===== src/axil_bridge_pkg.sv =====
package axil_bridge_pkg;

  // Field widths of the message header
  localparam int type_width_gp = 2;
  localparam int size_width_gp = 2;
  localparam int tag_width_gp  = 8;
  localparam int addr_width_gp = 32;
  localparam int hdr_width_gp  = type_width_gp + size_width_gp + tag_width_gp + addr_width_gp;

  // Field positions inside mem_hdr_t
  localparam int hdr_type_lsb = 0;
  localparam int hdr_size_lsb = hdr_type_lsb + type_width_gp;
  localparam int hdr_tag_lsb  = hdr_size_lsb + size_width_gp;
  localparam int hdr_addr_lsb = hdr_tag_lsb + tag_width_gp;

  typedef logic [tag_width_gp-1:0]  mem_tag_t;
  typedef logic [addr_width_gp-1:0] mem_addr_t;
  typedef logic [hdr_width_gp-1:0]  mem_hdr_t;

  // Cached and uncached message types
  typedef enum logic [type_width_gp-1:0]
  {
    e_mem_rd    = 2'b00,
    e_mem_wr    = 2'b01,
    e_mem_uc_rd = 2'b10,
    e_mem_uc_wr = 2'b11
  } mem_type_e;

  // Log2 of the byte count
  typedef enum logic [size_width_gp-1:0]
  {
    e_size_1 = 2'b00,
    e_size_2 = 2'b01,
    e_size_4 = 2'b10,
    e_size_8 = 2'b11
  } mem_size_e;

endpackage


===== src/axil_req_if.sv =====
`timescale 1ns/10ps

interface axil_req_if
  #(parameter int data_width_p = 64
  , parameter int addr_width_p = 32
  );

  localparam int mask_width_lp = data_width_p >> 3;

  logic                     valid;
  logic                     ready;
  logic                     write;
  logic [addr_width_p-1:0]  addr;
  logic [data_width_p-1:0]  wdata;
  logic [mask_width_lp-1:0] wstrb;

  // Decode side
  modport source (output valid, write, addr, wdata, wstrb, input ready);

  // Channel engine side
  modport sink (input valid, write, addr, wdata, wstrb, output ready);

endinterface


===== src/mem_fwd_decode.sv =====
`timescale 1ns/10ps

module mem_fwd_decode
  #(parameter int axil_data_width_p = 64
  , parameter int axil_addr_width_p = 32
  )
  (input                                   clk_i
  , input                                  arst_n_i

  , input  axil_bridge_pkg::mem_type_e     fwd_type_i
  , input  axil_bridge_pkg::mem_size_e     fwd_size_i
  , input  axil_bridge_pkg::mem_tag_t      fwd_tag_i
  , input  axil_bridge_pkg::mem_addr_t     fwd_addr_i
  , input  logic [axil_data_width_p-1:0]   fwd_data_i
  , input  logic                           fwd_v_i
  , output logic                           fwd_ready_and_o

  , output axil_bridge_pkg::mem_hdr_t      hdr_push_o
  , output logic                           hdr_push_v_o
  , input  logic                           hdr_full_i

  , axil_req_if.source                     req
  );

  localparam int mask_width_lp   = axil_data_width_p >> 3;
  localparam int offset_width_lp = $clog2(mask_width_lp);

  logic                           init_done_r;
  logic                           req_v_r;
  logic                           fwd_accept;
  logic                           is_write;
  logic [offset_width_lp-1:0]     mask_shift;
  logic [mask_width_lp-1:0]       size_mask;
  logic [mask_width_lp-1:0]       wstrb;

  // Request slot is free or draining, and the header queue has room
  assign fwd_ready_and_o = init_done_r & ~hdr_full_i & (~req_v_r | req.ready);
  assign fwd_accept      = fwd_v_i & fwd_ready_and_o;

  assign is_write   = fwd_type_i inside {axil_bridge_pkg::e_mem_wr, axil_bridge_pkg::e_mem_uc_wr};
  assign mask_shift = fwd_addr_i[offset_width_lp-1:0];

  always_comb
  begin
    case (fwd_size_i)
      axil_bridge_pkg::e_size_1: size_mask = (mask_width_lp)'(4'h1);
      axil_bridge_pkg::e_size_2: size_mask = (mask_width_lp)'(4'h3);
      axil_bridge_pkg::e_size_4: size_mask = (mask_width_lp)'(4'hf);
      default:                   size_mask = '1;
    endcase
    // Full-width accesses enable every byte lane
    if (int'(fwd_size_i) >= offset_width_lp)
      wstrb = '1;
    else
      wstrb = size_mask << mask_shift;
  end

  // Packed header goes to the pending queue on acceptance
  always_comb
  begin
    hdr_push_o = '0;
    hdr_push_o[axil_bridge_pkg::hdr_type_lsb +: axil_bridge_pkg::type_width_gp] = fwd_type_i;
    hdr_push_o[axil_bridge_pkg::hdr_size_lsb +: axil_bridge_pkg::size_width_gp] = fwd_size_i;
    hdr_push_o[axil_bridge_pkg::hdr_tag_lsb  +: axil_bridge_pkg::tag_width_gp]  = fwd_tag_i;
    hdr_push_o[axil_bridge_pkg::hdr_addr_lsb +: axil_bridge_pkg::addr_width_gp] = fwd_addr_i;
  end
  assign hdr_push_v_o = fwd_accept;

  always_ff @(posedge clk_i or negedge arst_n_i)
  begin
    if (!arst_n_i)
    begin
      init_done_r <= 1'b0;
      req_v_r     <= 1'b0;
    end
    else
    begin
      init_done_r <= 1'b1;
      if (fwd_accept)
        req_v_r <= 1'b1;
      else if (req.ready)
        req_v_r <= 1'b0;
    end
  end

  always_ff @(posedge clk_i)
  begin
    if (fwd_accept)
    begin
      req.write <= is_write;
      req.addr  <= fwd_addr_i[axil_addr_width_p-1:0];
      req.wdata <= fwd_data_i;
      req.wstrb <= wstrb;
    end
  end

  assign req.valid = req_v_r;

endmodule


===== src/pending_hdr_fifo.sv =====
`timescale 1ns/10ps

module pending_hdr_fifo
  (input                                clk_i
  , input                               arst_n_i

  , input  axil_bridge_pkg::mem_hdr_t   push_data_i
  , input  logic                        push_v_i
  , output logic                        full_o

  , output axil_bridge_pkg::mem_hdr_t   pop_data_o
  , input  logic                        pop_v_i
  );

  axil_bridge_pkg::mem_hdr_t mem_r [2];

  logic       wptr_r;
  logic       rptr_r;
  logic [1:0] count_r;

  assign full_o     = (count_r == 2'd2);
  // Oldest header is valid whenever the count is nonzero
  assign pop_data_o = mem_r[rptr_r];

  always_ff @(posedge clk_i)
  begin
    if (push_v_i)
      mem_r[wptr_r] <= push_data_i;
  end

  always_ff @(posedge clk_i or negedge arst_n_i)
  begin
    if (!arst_n_i)
    begin
      wptr_r  <= 1'b0;
      rptr_r  <= 1'b0;
      count_r <= 2'd0;
    end
    else
    begin
      if (push_v_i)
        wptr_r <= ~wptr_r;
      if (pop_v_i)
        rptr_r <= ~rptr_r;
      count_r <= count_r + 2'(push_v_i) - 2'(pop_v_i);
    end
  end

endmodule


===== src/axil_channel_engine.sv =====
`timescale 1ns/10ps

module axil_channel_engine
  #(parameter int axil_data_width_p = 64
  , parameter int axil_addr_width_p = 32
  , localparam int axil_mask_width_lp = axil_data_width_p >> 3
  )
  (input                                  clk_i
  , input                                 arst_n_i

  , axil_req_if.sink                      req

  , output logic [axil_addr_width_p-1:0]  m_axil_awaddr_o
  , output logic                          m_axil_awvalid_o
  , input  logic                          m_axil_awready_i

  , output logic [axil_data_width_p-1:0]  m_axil_wdata_o
  , output logic [axil_mask_width_lp-1:0] m_axil_wstrb_o
  , output logic                          m_axil_wvalid_o
  , input  logic                          m_axil_wready_i

  , input  logic                          m_axil_bvalid_i
  , output logic                          m_axil_bready_o

  , output logic [axil_addr_width_p-1:0]  m_axil_araddr_o
  , output logic                          m_axil_arvalid_o
  , input  logic                          m_axil_arready_i

  , input  logic [axil_data_width_p-1:0]  m_axil_rdata_i
  , input  logic                          m_axil_rvalid_i
  , output logic                          m_axil_rready_o

  , output logic                          rsp_v_o
  , input  logic                          rsp_ready_i
  , output logic [axil_data_width_p-1:0]  rsp_data_o
  );

  typedef enum logic [2:0]
  {
    e_idle,
    e_wr_addr_data,
    e_wr_resp,
    e_rd_addr,
    e_rd_data,
    e_rsp_hold
  } state_e;

  state_e state_r;

  logic                          aw_done_r;
  logic                          w_done_r;
  logic                          aw_fire;
  logic                          w_fire;
  logic [axil_addr_width_p-1:0]  addr_r;
  logic [axil_data_width_p-1:0]  wdata_r;
  logic [axil_mask_width_lp-1:0] wstrb_r;
  logic [axil_data_width_p-1:0]  rsp_data_r;

  // One transaction at a time
  assign req.ready = (state_r == e_idle);

  assign m_axil_awaddr_o  = addr_r;
  assign m_axil_araddr_o  = addr_r;
  assign m_axil_wdata_o   = wdata_r;
  assign m_axil_wstrb_o   = wstrb_r;

  // AW and W are tracked apart so each valid drops on its own handshake
  assign m_axil_awvalid_o = (state_r == e_wr_addr_data) & ~aw_done_r;
  assign m_axil_wvalid_o  = (state_r == e_wr_addr_data) & ~w_done_r;
  assign m_axil_bready_o  = (state_r == e_wr_resp);
  assign m_axil_arvalid_o = (state_r == e_rd_addr);
  assign m_axil_rready_o  = (state_r == e_rd_data);

  assign aw_fire = m_axil_awvalid_o & m_axil_awready_i;
  assign w_fire  = m_axil_wvalid_o & m_axil_wready_i;

  assign rsp_v_o    = (state_r == e_rsp_hold);
  assign rsp_data_o = rsp_data_r;

  always_ff @(posedge clk_i or negedge arst_n_i)
  begin
    if (!arst_n_i)
    begin
      state_r   <= e_idle;
      aw_done_r <= 1'b0;
      w_done_r  <= 1'b0;
    end
    else
    begin
      case (state_r)
        e_idle:
          if (req.valid)
            state_r <= req.write ? e_wr_addr_data : e_rd_addr;
        e_wr_addr_data:
          if ((aw_done_r | aw_fire) & (w_done_r | w_fire))
          begin
            state_r   <= e_wr_resp;
            aw_done_r <= 1'b0;
            w_done_r  <= 1'b0;
          end
          else
          begin
            aw_done_r <= aw_done_r | aw_fire;
            w_done_r  <= w_done_r | w_fire;
          end
        e_wr_resp:
          if (m_axil_bvalid_i)
            state_r <= e_rsp_hold;
        e_rd_addr:
          if (m_axil_arready_i)
            state_r <= e_rd_data;
        e_rd_data:
          if (m_axil_rvalid_i)
            state_r <= e_rsp_hold;
        e_rsp_hold:
          if (rsp_ready_i)
            state_r <= e_idle;
        default:
          state_r <= e_idle;
      endcase
    end
  end

  always_ff @(posedge clk_i)
  begin
    if (req.valid & req.ready)
    begin
      addr_r  <= req.addr;
      wdata_r <= req.wdata;
      wstrb_r <= req.wstrb;
    end
    // Write responses return zero data
    if (state_r == e_wr_resp && m_axil_bvalid_i)
      rsp_data_r <= '0;
    else if (state_r == e_rd_data && m_axil_rvalid_i)
      rsp_data_r <= m_axil_rdata_i;
  end

endmodule


===== src/mem_rev_pack.sv =====
`timescale 1ns/10ps

module mem_rev_pack
  #(parameter int axil_data_width_p = 64)
  (input                                   clk_i
  , input                                  arst_n_i

  , input  axil_bridge_pkg::mem_hdr_t      hdr_i
  , output logic                           hdr_pop_o

  , input  logic                           rsp_v_i
  , output logic                           rsp_ready_o
  , input  logic [axil_data_width_p-1:0]   rsp_data_i

  , output axil_bridge_pkg::mem_type_e     rev_type_o
  , output axil_bridge_pkg::mem_size_e     rev_size_o
  , output axil_bridge_pkg::mem_tag_t      rev_tag_o
  , output axil_bridge_pkg::mem_addr_t     rev_addr_o
  , output logic [axil_data_width_p-1:0]   rev_data_o
  , output logic                           rev_v_o
  , input  logic                           rev_ready_and_i
  );

  localparam int mask_width_lp   = axil_data_width_p >> 3;
  localparam int offset_width_lp = $clog2(mask_width_lp);

  axil_bridge_pkg::mem_size_e   hdr_size;
  logic [offset_width_lp-1:0]   byte_sel;
  logic [axil_data_width_p-1:0] shifted;
  logic [axil_data_width_p-1:0] packed_data;
  logic                         load;

  assign hdr_size = axil_bridge_pkg::mem_size_e'(
    hdr_i[axil_bridge_pkg::hdr_size_lsb +: axil_bridge_pkg::size_width_gp]);
  assign byte_sel = hdr_i[axil_bridge_pkg::hdr_addr_lsb +: offset_width_lp];

  // Bring the addressed bytes down to lane zero, then fill the word
  assign shifted = rsp_data_i >> {byte_sel, 3'b000};

  always_comb
  begin
    if (int'(hdr_size) >= offset_width_lp)
      packed_data = rsp_data_i;
    else
      case (hdr_size)
        axil_bridge_pkg::e_size_1: packed_data = {mask_width_lp{shifted[7:0]}};
        axil_bridge_pkg::e_size_2: packed_data = {(axil_data_width_p/16){shifted[15:0]}};
        default:                   packed_data = {(axil_data_width_p/32){shifted[31:0]}};
      endcase
  end

  // Output slot is empty or draining this cycle
  assign rsp_ready_o = ~rev_v_o | rev_ready_and_i;
  assign load        = rsp_v_i & rsp_ready_o;
  assign hdr_pop_o   = load;

  always_ff @(posedge clk_i or negedge arst_n_i)
  begin
    if (!arst_n_i)
      rev_v_o <= 1'b0;
    else if (load)
      rev_v_o <= 1'b1;
    else if (rev_ready_and_i)
      rev_v_o <= 1'b0;
  end

  always_ff @(posedge clk_i)
  begin
    if (load)
    begin
      rev_type_o <= axil_bridge_pkg::mem_type_e'(
        hdr_i[axil_bridge_pkg::hdr_type_lsb +: axil_bridge_pkg::type_width_gp]);
      rev_size_o <= hdr_size;
      rev_tag_o  <= hdr_i[axil_bridge_pkg::hdr_tag_lsb +: axil_bridge_pkg::tag_width_gp];
      rev_addr_o <= hdr_i[axil_bridge_pkg::hdr_addr_lsb +: axil_bridge_pkg::addr_width_gp];
      rev_data_o <= packed_data;
    end
  end

endmodule


===== src/axil_bridge.sv =====
`timescale 1ns/10ps

module axil_bridge
  #(parameter int axil_data_width_p = 64
  , parameter int axil_addr_width_p = 32
  , localparam int axil_mask_width_lp = axil_data_width_p >> 3
  )
  (input                                  clk_i
  , input                                 arst_n_i

  // Forward messages
  , input  axil_bridge_pkg::mem_type_e    fwd_type_i
  , input  axil_bridge_pkg::mem_size_e    fwd_size_i
  , input  axil_bridge_pkg::mem_tag_t     fwd_tag_i
  , input  axil_bridge_pkg::mem_addr_t    fwd_addr_i
  , input  logic [axil_data_width_p-1:0]  fwd_data_i
  , input  logic                          fwd_v_i
  , output logic                          fwd_ready_and_o

  // Reverse messages
  , output axil_bridge_pkg::mem_type_e    rev_type_o
  , output axil_bridge_pkg::mem_size_e    rev_size_o
  , output axil_bridge_pkg::mem_tag_t     rev_tag_o
  , output axil_bridge_pkg::mem_addr_t    rev_addr_o
  , output logic [axil_data_width_p-1:0]  rev_data_o
  , output logic                          rev_v_o
  , input  logic                          rev_ready_and_i

  // AXI-lite master
  , output logic [axil_addr_width_p-1:0]  m_axil_awaddr_o
  , output logic                          m_axil_awvalid_o
  , input  logic                          m_axil_awready_i
  , output logic [axil_data_width_p-1:0]  m_axil_wdata_o
  , output logic [axil_mask_width_lp-1:0] m_axil_wstrb_o
  , output logic                          m_axil_wvalid_o
  , input  logic                          m_axil_wready_i
  , input  logic                          m_axil_bvalid_i
  , output logic                          m_axil_bready_o
  , output logic [axil_addr_width_p-1:0]  m_axil_araddr_o
  , output logic                          m_axil_arvalid_o
  , input  logic                          m_axil_arready_i
  , input  logic [axil_data_width_p-1:0]  m_axil_rdata_i
  , input  logic                          m_axil_rvalid_i
  , output logic                          m_axil_rready_o
  );

  axil_bridge_pkg::mem_hdr_t    hdr_push;
  axil_bridge_pkg::mem_hdr_t    hdr_pop_data;
  logic                         hdr_push_v;
  logic                         hdr_full;
  logic                         hdr_pop;
  logic                         rsp_v;
  logic                         rsp_ready;
  logic [axil_data_width_p-1:0] rsp_data;

  axil_req_if #(.data_width_p(axil_data_width_p), .addr_width_p(axil_addr_width_p)) req_if ();

  mem_fwd_decode
    #(.axil_data_width_p(axil_data_width_p)
    , .axil_addr_width_p(axil_addr_width_p)
    )
    decode_i
    (.clk_i, .arst_n_i
    , .fwd_type_i, .fwd_size_i, .fwd_tag_i, .fwd_addr_i, .fwd_data_i
    , .fwd_v_i, .fwd_ready_and_o
    , .hdr_push_o(hdr_push), .hdr_push_v_o(hdr_push_v), .hdr_full_i(hdr_full)
    , .req(req_if.source)
    );

  pending_hdr_fifo hdr_fifo_i
    (.clk_i, .arst_n_i
    , .push_data_i(hdr_push), .push_v_i(hdr_push_v), .full_o(hdr_full)
    , .pop_data_o(hdr_pop_data), .pop_v_i(hdr_pop)
    );

  axil_channel_engine
    #(.axil_data_width_p(axil_data_width_p)
    , .axil_addr_width_p(axil_addr_width_p)
    )
    engine_i
    (.clk_i, .arst_n_i
    , .req(req_if.sink)
    , .m_axil_awaddr_o, .m_axil_awvalid_o, .m_axil_awready_i
    , .m_axil_wdata_o, .m_axil_wstrb_o, .m_axil_wvalid_o, .m_axil_wready_i
    , .m_axil_bvalid_i, .m_axil_bready_o
    , .m_axil_araddr_o, .m_axil_arvalid_o, .m_axil_arready_i
    , .m_axil_rdata_i, .m_axil_rvalid_i, .m_axil_rready_o
    , .rsp_v_o(rsp_v), .rsp_ready_i(rsp_ready), .rsp_data_o(rsp_data)
    );

  mem_rev_pack #(.axil_data_width_p(axil_data_width_p)) pack_i
    (.clk_i, .arst_n_i
    , .hdr_i(hdr_pop_data), .hdr_pop_o(hdr_pop)
    , .rsp_v_i(rsp_v), .rsp_ready_o(rsp_ready), .rsp_data_i(rsp_data)
    , .rev_type_o, .rev_size_o, .rev_tag_o, .rev_addr_o, .rev_data_o
    , .rev_v_o, .rev_ready_and_i
    );

endmodule


===== config.mk =====
export PLATFORM = sky130hd
export DESIGN_NAME = axil_bridge
export DESIGN_NICKNAME = d
export VERILOG_FILES = /design/src/axil_bridge_pkg.sv /design/src/axil_req_if.sv /design/src/mem_fwd_decode.sv /design/src/pending_hdr_fifo.sv /design/src/axil_channel_engine.sv /design/src/mem_rev_pack.sv /design/src/axil_bridge.sv
export SDC_FILE = /design/constraint.sdc
export NUM_CORES = 1
export LEC_CHECK = 0
export BUFFER_PORTS_ARGS = -buffer_cell sky130_fd_sc_hd__buf_2
export CAP_MARGIN = 20
export CORE_MARGIN = 4
export CORE_UTILIZATION = 55
export DETAILED_ROUTE_END_ITERATION = 16
export GPL_ROUTABILITY_DRIVEN = 0
export PLACE_DENSITY = 0.81
export SLEW_MARGIN = 20
export SYNTH_ARGS = -nofsm -noshare
export SYNTH_HDL_FRONTEND = slang
export SYNTH_HIERARCHICAL = 1
export SYNTH_SLANG_ARGS = --single-unit

===== constraint.sdc =====
create_clock -name clk_i -period 16.6 [get_ports clk_i]
set_input_delay 0.83 -clock clk_i [delete_from_list [all_inputs] [get_ports clk_i]]
set_output_delay 0.83 -clock clk_i [all_outputs]
set_load 0.1 [all_outputs]

==> flow_metrics.env <==
export IMPL_die_h_um=196
export IMPL_synthSimpleGateAreaFrac=0.0678
export IMPL_crit_fanout=60
export IMPL_r2r_start="hdr_fifo_i/rptr_r$_DFFE_PN0P_"
export IMPL_worstSetupStartpoint="hdr_fifo_i/rptr_r$_DFFE_PN0P_"
export IMPL_grtUsageTotal=0.263
export IMPL_cp_slowest_cell="nor2b_1"
export IMPL_dp_hpwl_um=35000
export IMPL_clock_skew_ns=0.0420
export IMPL_relSlewSlack=0.312
export IMPL_routed_via_density=5.73
export IMPL_area_delta_synth_final_pct=17.5
export IMPL_arrival_ns=3.34
export IMPL_maxSlewViolCount=0
export IMPL_synth_adder_area_share=0.00129
export IMPL_synth_compound_area_share=0.0728
export IMPL_fin_util=0.656
export IMPL_synth_xor_area_share=0.00213
export IMPL_avgSynthCellArea_um2=15.5
export IMPL_cts_clk_slew_worst_paths_ns=0.06
export IMPL_vias=12000
export IMPL_timing_final_hold_violations=0
export IMPL_yosysTopAreaCell="edfxtp_1"
export IMPL_htree_num_levels=2
export IMPL_r2r_slack_ns=13.55
export IMPL_setup_violations=0
export IMPL_start_util=0.559
export IMPL_grt_pass1_vias=11800
export IMPL_insertion_delay_ns=0.60
export IMPL_syn_nets=1428
export IMPL_p_leak_nw=8.89
export IMPL_grt_max_degree=90
export IMPL_reg2reg_depth=5
export IMPL_fmax_mhz=328
export IMPL_path_buf_inv=0
export IMPL_yosysWarnings=6
export IMPL_fillers=2322
export IMPL_cp_data_required_time_ns=16.89
export IMPL_crit_end="pack_i/rev_data_o[47]$_DFFE_PP_"
export IMPL_synthArstFlopShare=0.0249
export IMPL_synthTopCellsByArea="edfxtp_1 (63%), dfxtp_1 (6.6%), buf_4 (3.5%)"
export IMPL_min_path_type="in -> async"
export IMPL_synth_area_mux_share=0.0877
export IMPL_rsz0062_at_grt="no"
export IMPL_post_route_drc_count=0
export IMPL_end_kind="register"
export IMPL_drtPass1Iterations=7
export IMPL_worst_slack_ns=13.55
export IMPL_path_cells="mux2_4 -> nor2b_1 -> a22oi_1 -> a21oi_1 -> nor4_1"
export IMPL_synth_seq_cells=481
export IMPL_place_ws_ns=13.36
export IMPL_ys_seq_area_frac=0.710
export IMPL_tns_ns=0
export IMPL_cpPeakStageDelay_ns=0.87
export IMPL_holdBufCountCts=0
export IMPL_final_antenna_net_count=0
export IMPL_synth_top_area_share=0.629
export IMPL_routed_wl_um=52500
export IMPL_antenna_found_initial=10
export IMPL_synth_edff_count=405
export IMPL_peakVddDrop_mv=0.190
export IMPL_die_area_mm2=0.0382
export IMPL_clockBufferDepth=3
export IMPL_startpoint_type="register"
export IMPL_cts_setup_buffers=0
export IMPL_ff_latch_area_mm2=0.0137
export IMPL_clock_sink_count=481
export IMPL_yosysUniqueCellTypes=60
export IMPL_critPathTopFamily="simple AND/OR/NAND/NOR gates"
export IMPL_io_buffers=431
export IMPL_ys_flop_type="edfxtp_1"
export IMPL_synth_area_mm2=0.0193
export IMPL_multiInputGateArea_mm2=0.00452
export IMPL_drive_above_1_share=0.384
export IMPL_dieWidth_um=196
export IMPL_period_share=0.184
export IMPL_powerDensity_mw_per_mm2=212
export IMPL_cts_resized=0
export IMPL_synth_cells=1245
export IMPL_path_class="reg -> reg"
export IMPL_yosys_top_cells_count="edfxtp_1 (405), nand2_1 (141), buf_4 (91), a21oi_1 (84), dfxtp_1 (64)"
export IMPL_core_mm2=0.0346
export IMPL_reg2reg_to="pack_i/rev_data_o[47]$_DFFE_PP_"
export IMPL_layout_nets=1774
export IMPL_cts_tree="yes"
export IMPL_status="complete, no violations"
export IMPL_fin_crit_ns=3.05
export IMPL_drt_iter0_markers=1330
export IMPL_synth_most_common_cell="edfxtp_1"
export IMPL_tightest_slew_ns=1.03
export IMPL_wl_per_cell_um=25.2
export IMPL_critical_path_depth=5
export IMPL_synth_top_family_by_area="multiplexers"
export IMPL_rows=68
export IMPL_overflow=0
export IMPL_pin_count=432
export IMPL_drv_cap=0
export IMPL_numCtsBuffers=46
export IMPL_clockRootBuffer="clkbuf_16"
export IMPL_grt_pass1_wl_um=75800
==> routing by layer <==
metal / up-vias / wire length, µm / track usage
met3: 125 / 4850 / 0.0725
met2: 696 / 27600 / 0.471
met5: - / 65 / 0
li1: 5296 / - / -
met1: 5822 / 18100 / 0.306
met4: 12 / 1840 / 0.0903
==> area by class of cell <==
class	count	area share
multi-input cells	613	0.199
clock inverters	31	0.0179
repair buffers	442	0.0993
diodes	5	0.000550
flip-flops and latches	481	0.605
inverters	7	0.00116
well taps	455	0.0250
clock buffers	52	0.0526
==> placed cells by master (no fill, tap or decap), types with 10 or more instances in the layout <==
cell / synthesis / layout
o21ai_0: 10 / 10
mux2i_1: 27 / 27
dfxtp_1: 64 / 64
a21o_1: 31 / 31
mux2_2: 29 / 29
nor4_1: 14 / 14
a211o_1: 14 / 14
buf_2: 14 / 431
nand2_1: 141 / 141
mux4_2: 11 / 11
clkbuf_16: 0 / 47
a221oi_1: 17 / 17
nor2_1: 63 / 62
a21oi_1: 84 / 84
nor2b_1: 14 / 13
mux2_4: 39 / 39
a22oi_1: 11 / 11
dfrtp_1: 12 / 11
edfxtp_1: 405 / 405
==> worst register-to-register path: cells and delay by family, from the launching register on <==
| kind | cells | cell delay (ns) |
|---|---|---|
| simple gates | 2 | 1.00 |
| compound gates | 2 | 0.56 |
| flops | 1 | 0.46 |
| mux | 1 | 0.74 |
==> power breakdown <==
group          leakage [nW]  internal (mW)  switching, mW
combinational          3.73          0.442           1.43
sequential             4.38           1.65          0.184
clock                 0.777          0.648          0.461
total                  8.89           2.74           2.08
==> through the flow <==
step,cells,hold slack (ns),instance area (µm²),power (mW)
floorplan,1245,0.400,19300,3.41
global placement,1997,0.400,21100,3.65
detailed placement,1997,0.405,21100,3.70
CTS,2080,0.122,22700,4.82
global route,2085,0.137,22700,4.99
finish,2086,0.141,22700,4.81
==> kinds of logic (layout without fill, tap and decap cells) <==
group / after synthesis / count (layout)
AOI/OAI and AO/OA: 207 / 207
and+or+nand+nor: 283 / 283
muxes: 117 / 117
buffers and inverters: 151 / 532
xor gates and xnor gates: 3 / 3
other: 1 / 6
DFF: 481 / 481
adders and majority gates: 2 / 2
==> state kept, by name, summed over array words and instances, names as in the netlist, 2 cells and up <==
| register | cells |
|---|---|
| hdr_fifo_i/count_r | 2 |
| decode_i/req.wstrb | 8 |
| decode_i/req.addr | 32 |
| pack_i/rev_data_o | 64 |
| engine_i/m_axil_araddr_o | 32 |
| hdr_fifo_i/mem_r | 88 |
| engine_i/m_axil_wstrb_o | 8 |
| decode_i/req.wdata | 64 |
| pack_i/rev_addr_o | 32 |
| pack_i/rev_type_o | 2 |
| engine_i/rsp_data_o | 64 |
| engine_i/m_axil_wdata_o | 64 |
| pack_i/rev_tag_o | 8 |
| engine_i/state_r | 3 |
| pack_i/rev_size_o | 2 |
==> how the worst min path moves through the flow <==
stage,cells past startpoint,from,to
2_1_floorplan,0,decode_i/req.addr[0]$_DFFE_PP_,engine_i/m_axil_araddr_o[0]$_DFFE_PP_
3_3_place_gp,0,decode_i/req.wdata[59]$_DFFE_PP_,engine_i/m_axil_wdata_o[59]$_DFFE_PP_
3_5_place_dp,0,decode_i/req.wdata[0]$_DFFE_PP_,engine_i/m_axil_wdata_o[0]$_DFFE_PP_
4_1_cts,1,arst_n_i,pack_i/rev_v_o$_DFFE_PN0P_
5_1_grt,1,arst_n_i,decode_i/req.valid$_DFFE_PN0P_
6_report,1,arst_n_i,decode_i/req.valid$_DFFE_PN0P_
Note: power is estimated with default switching activity, not from simulation.
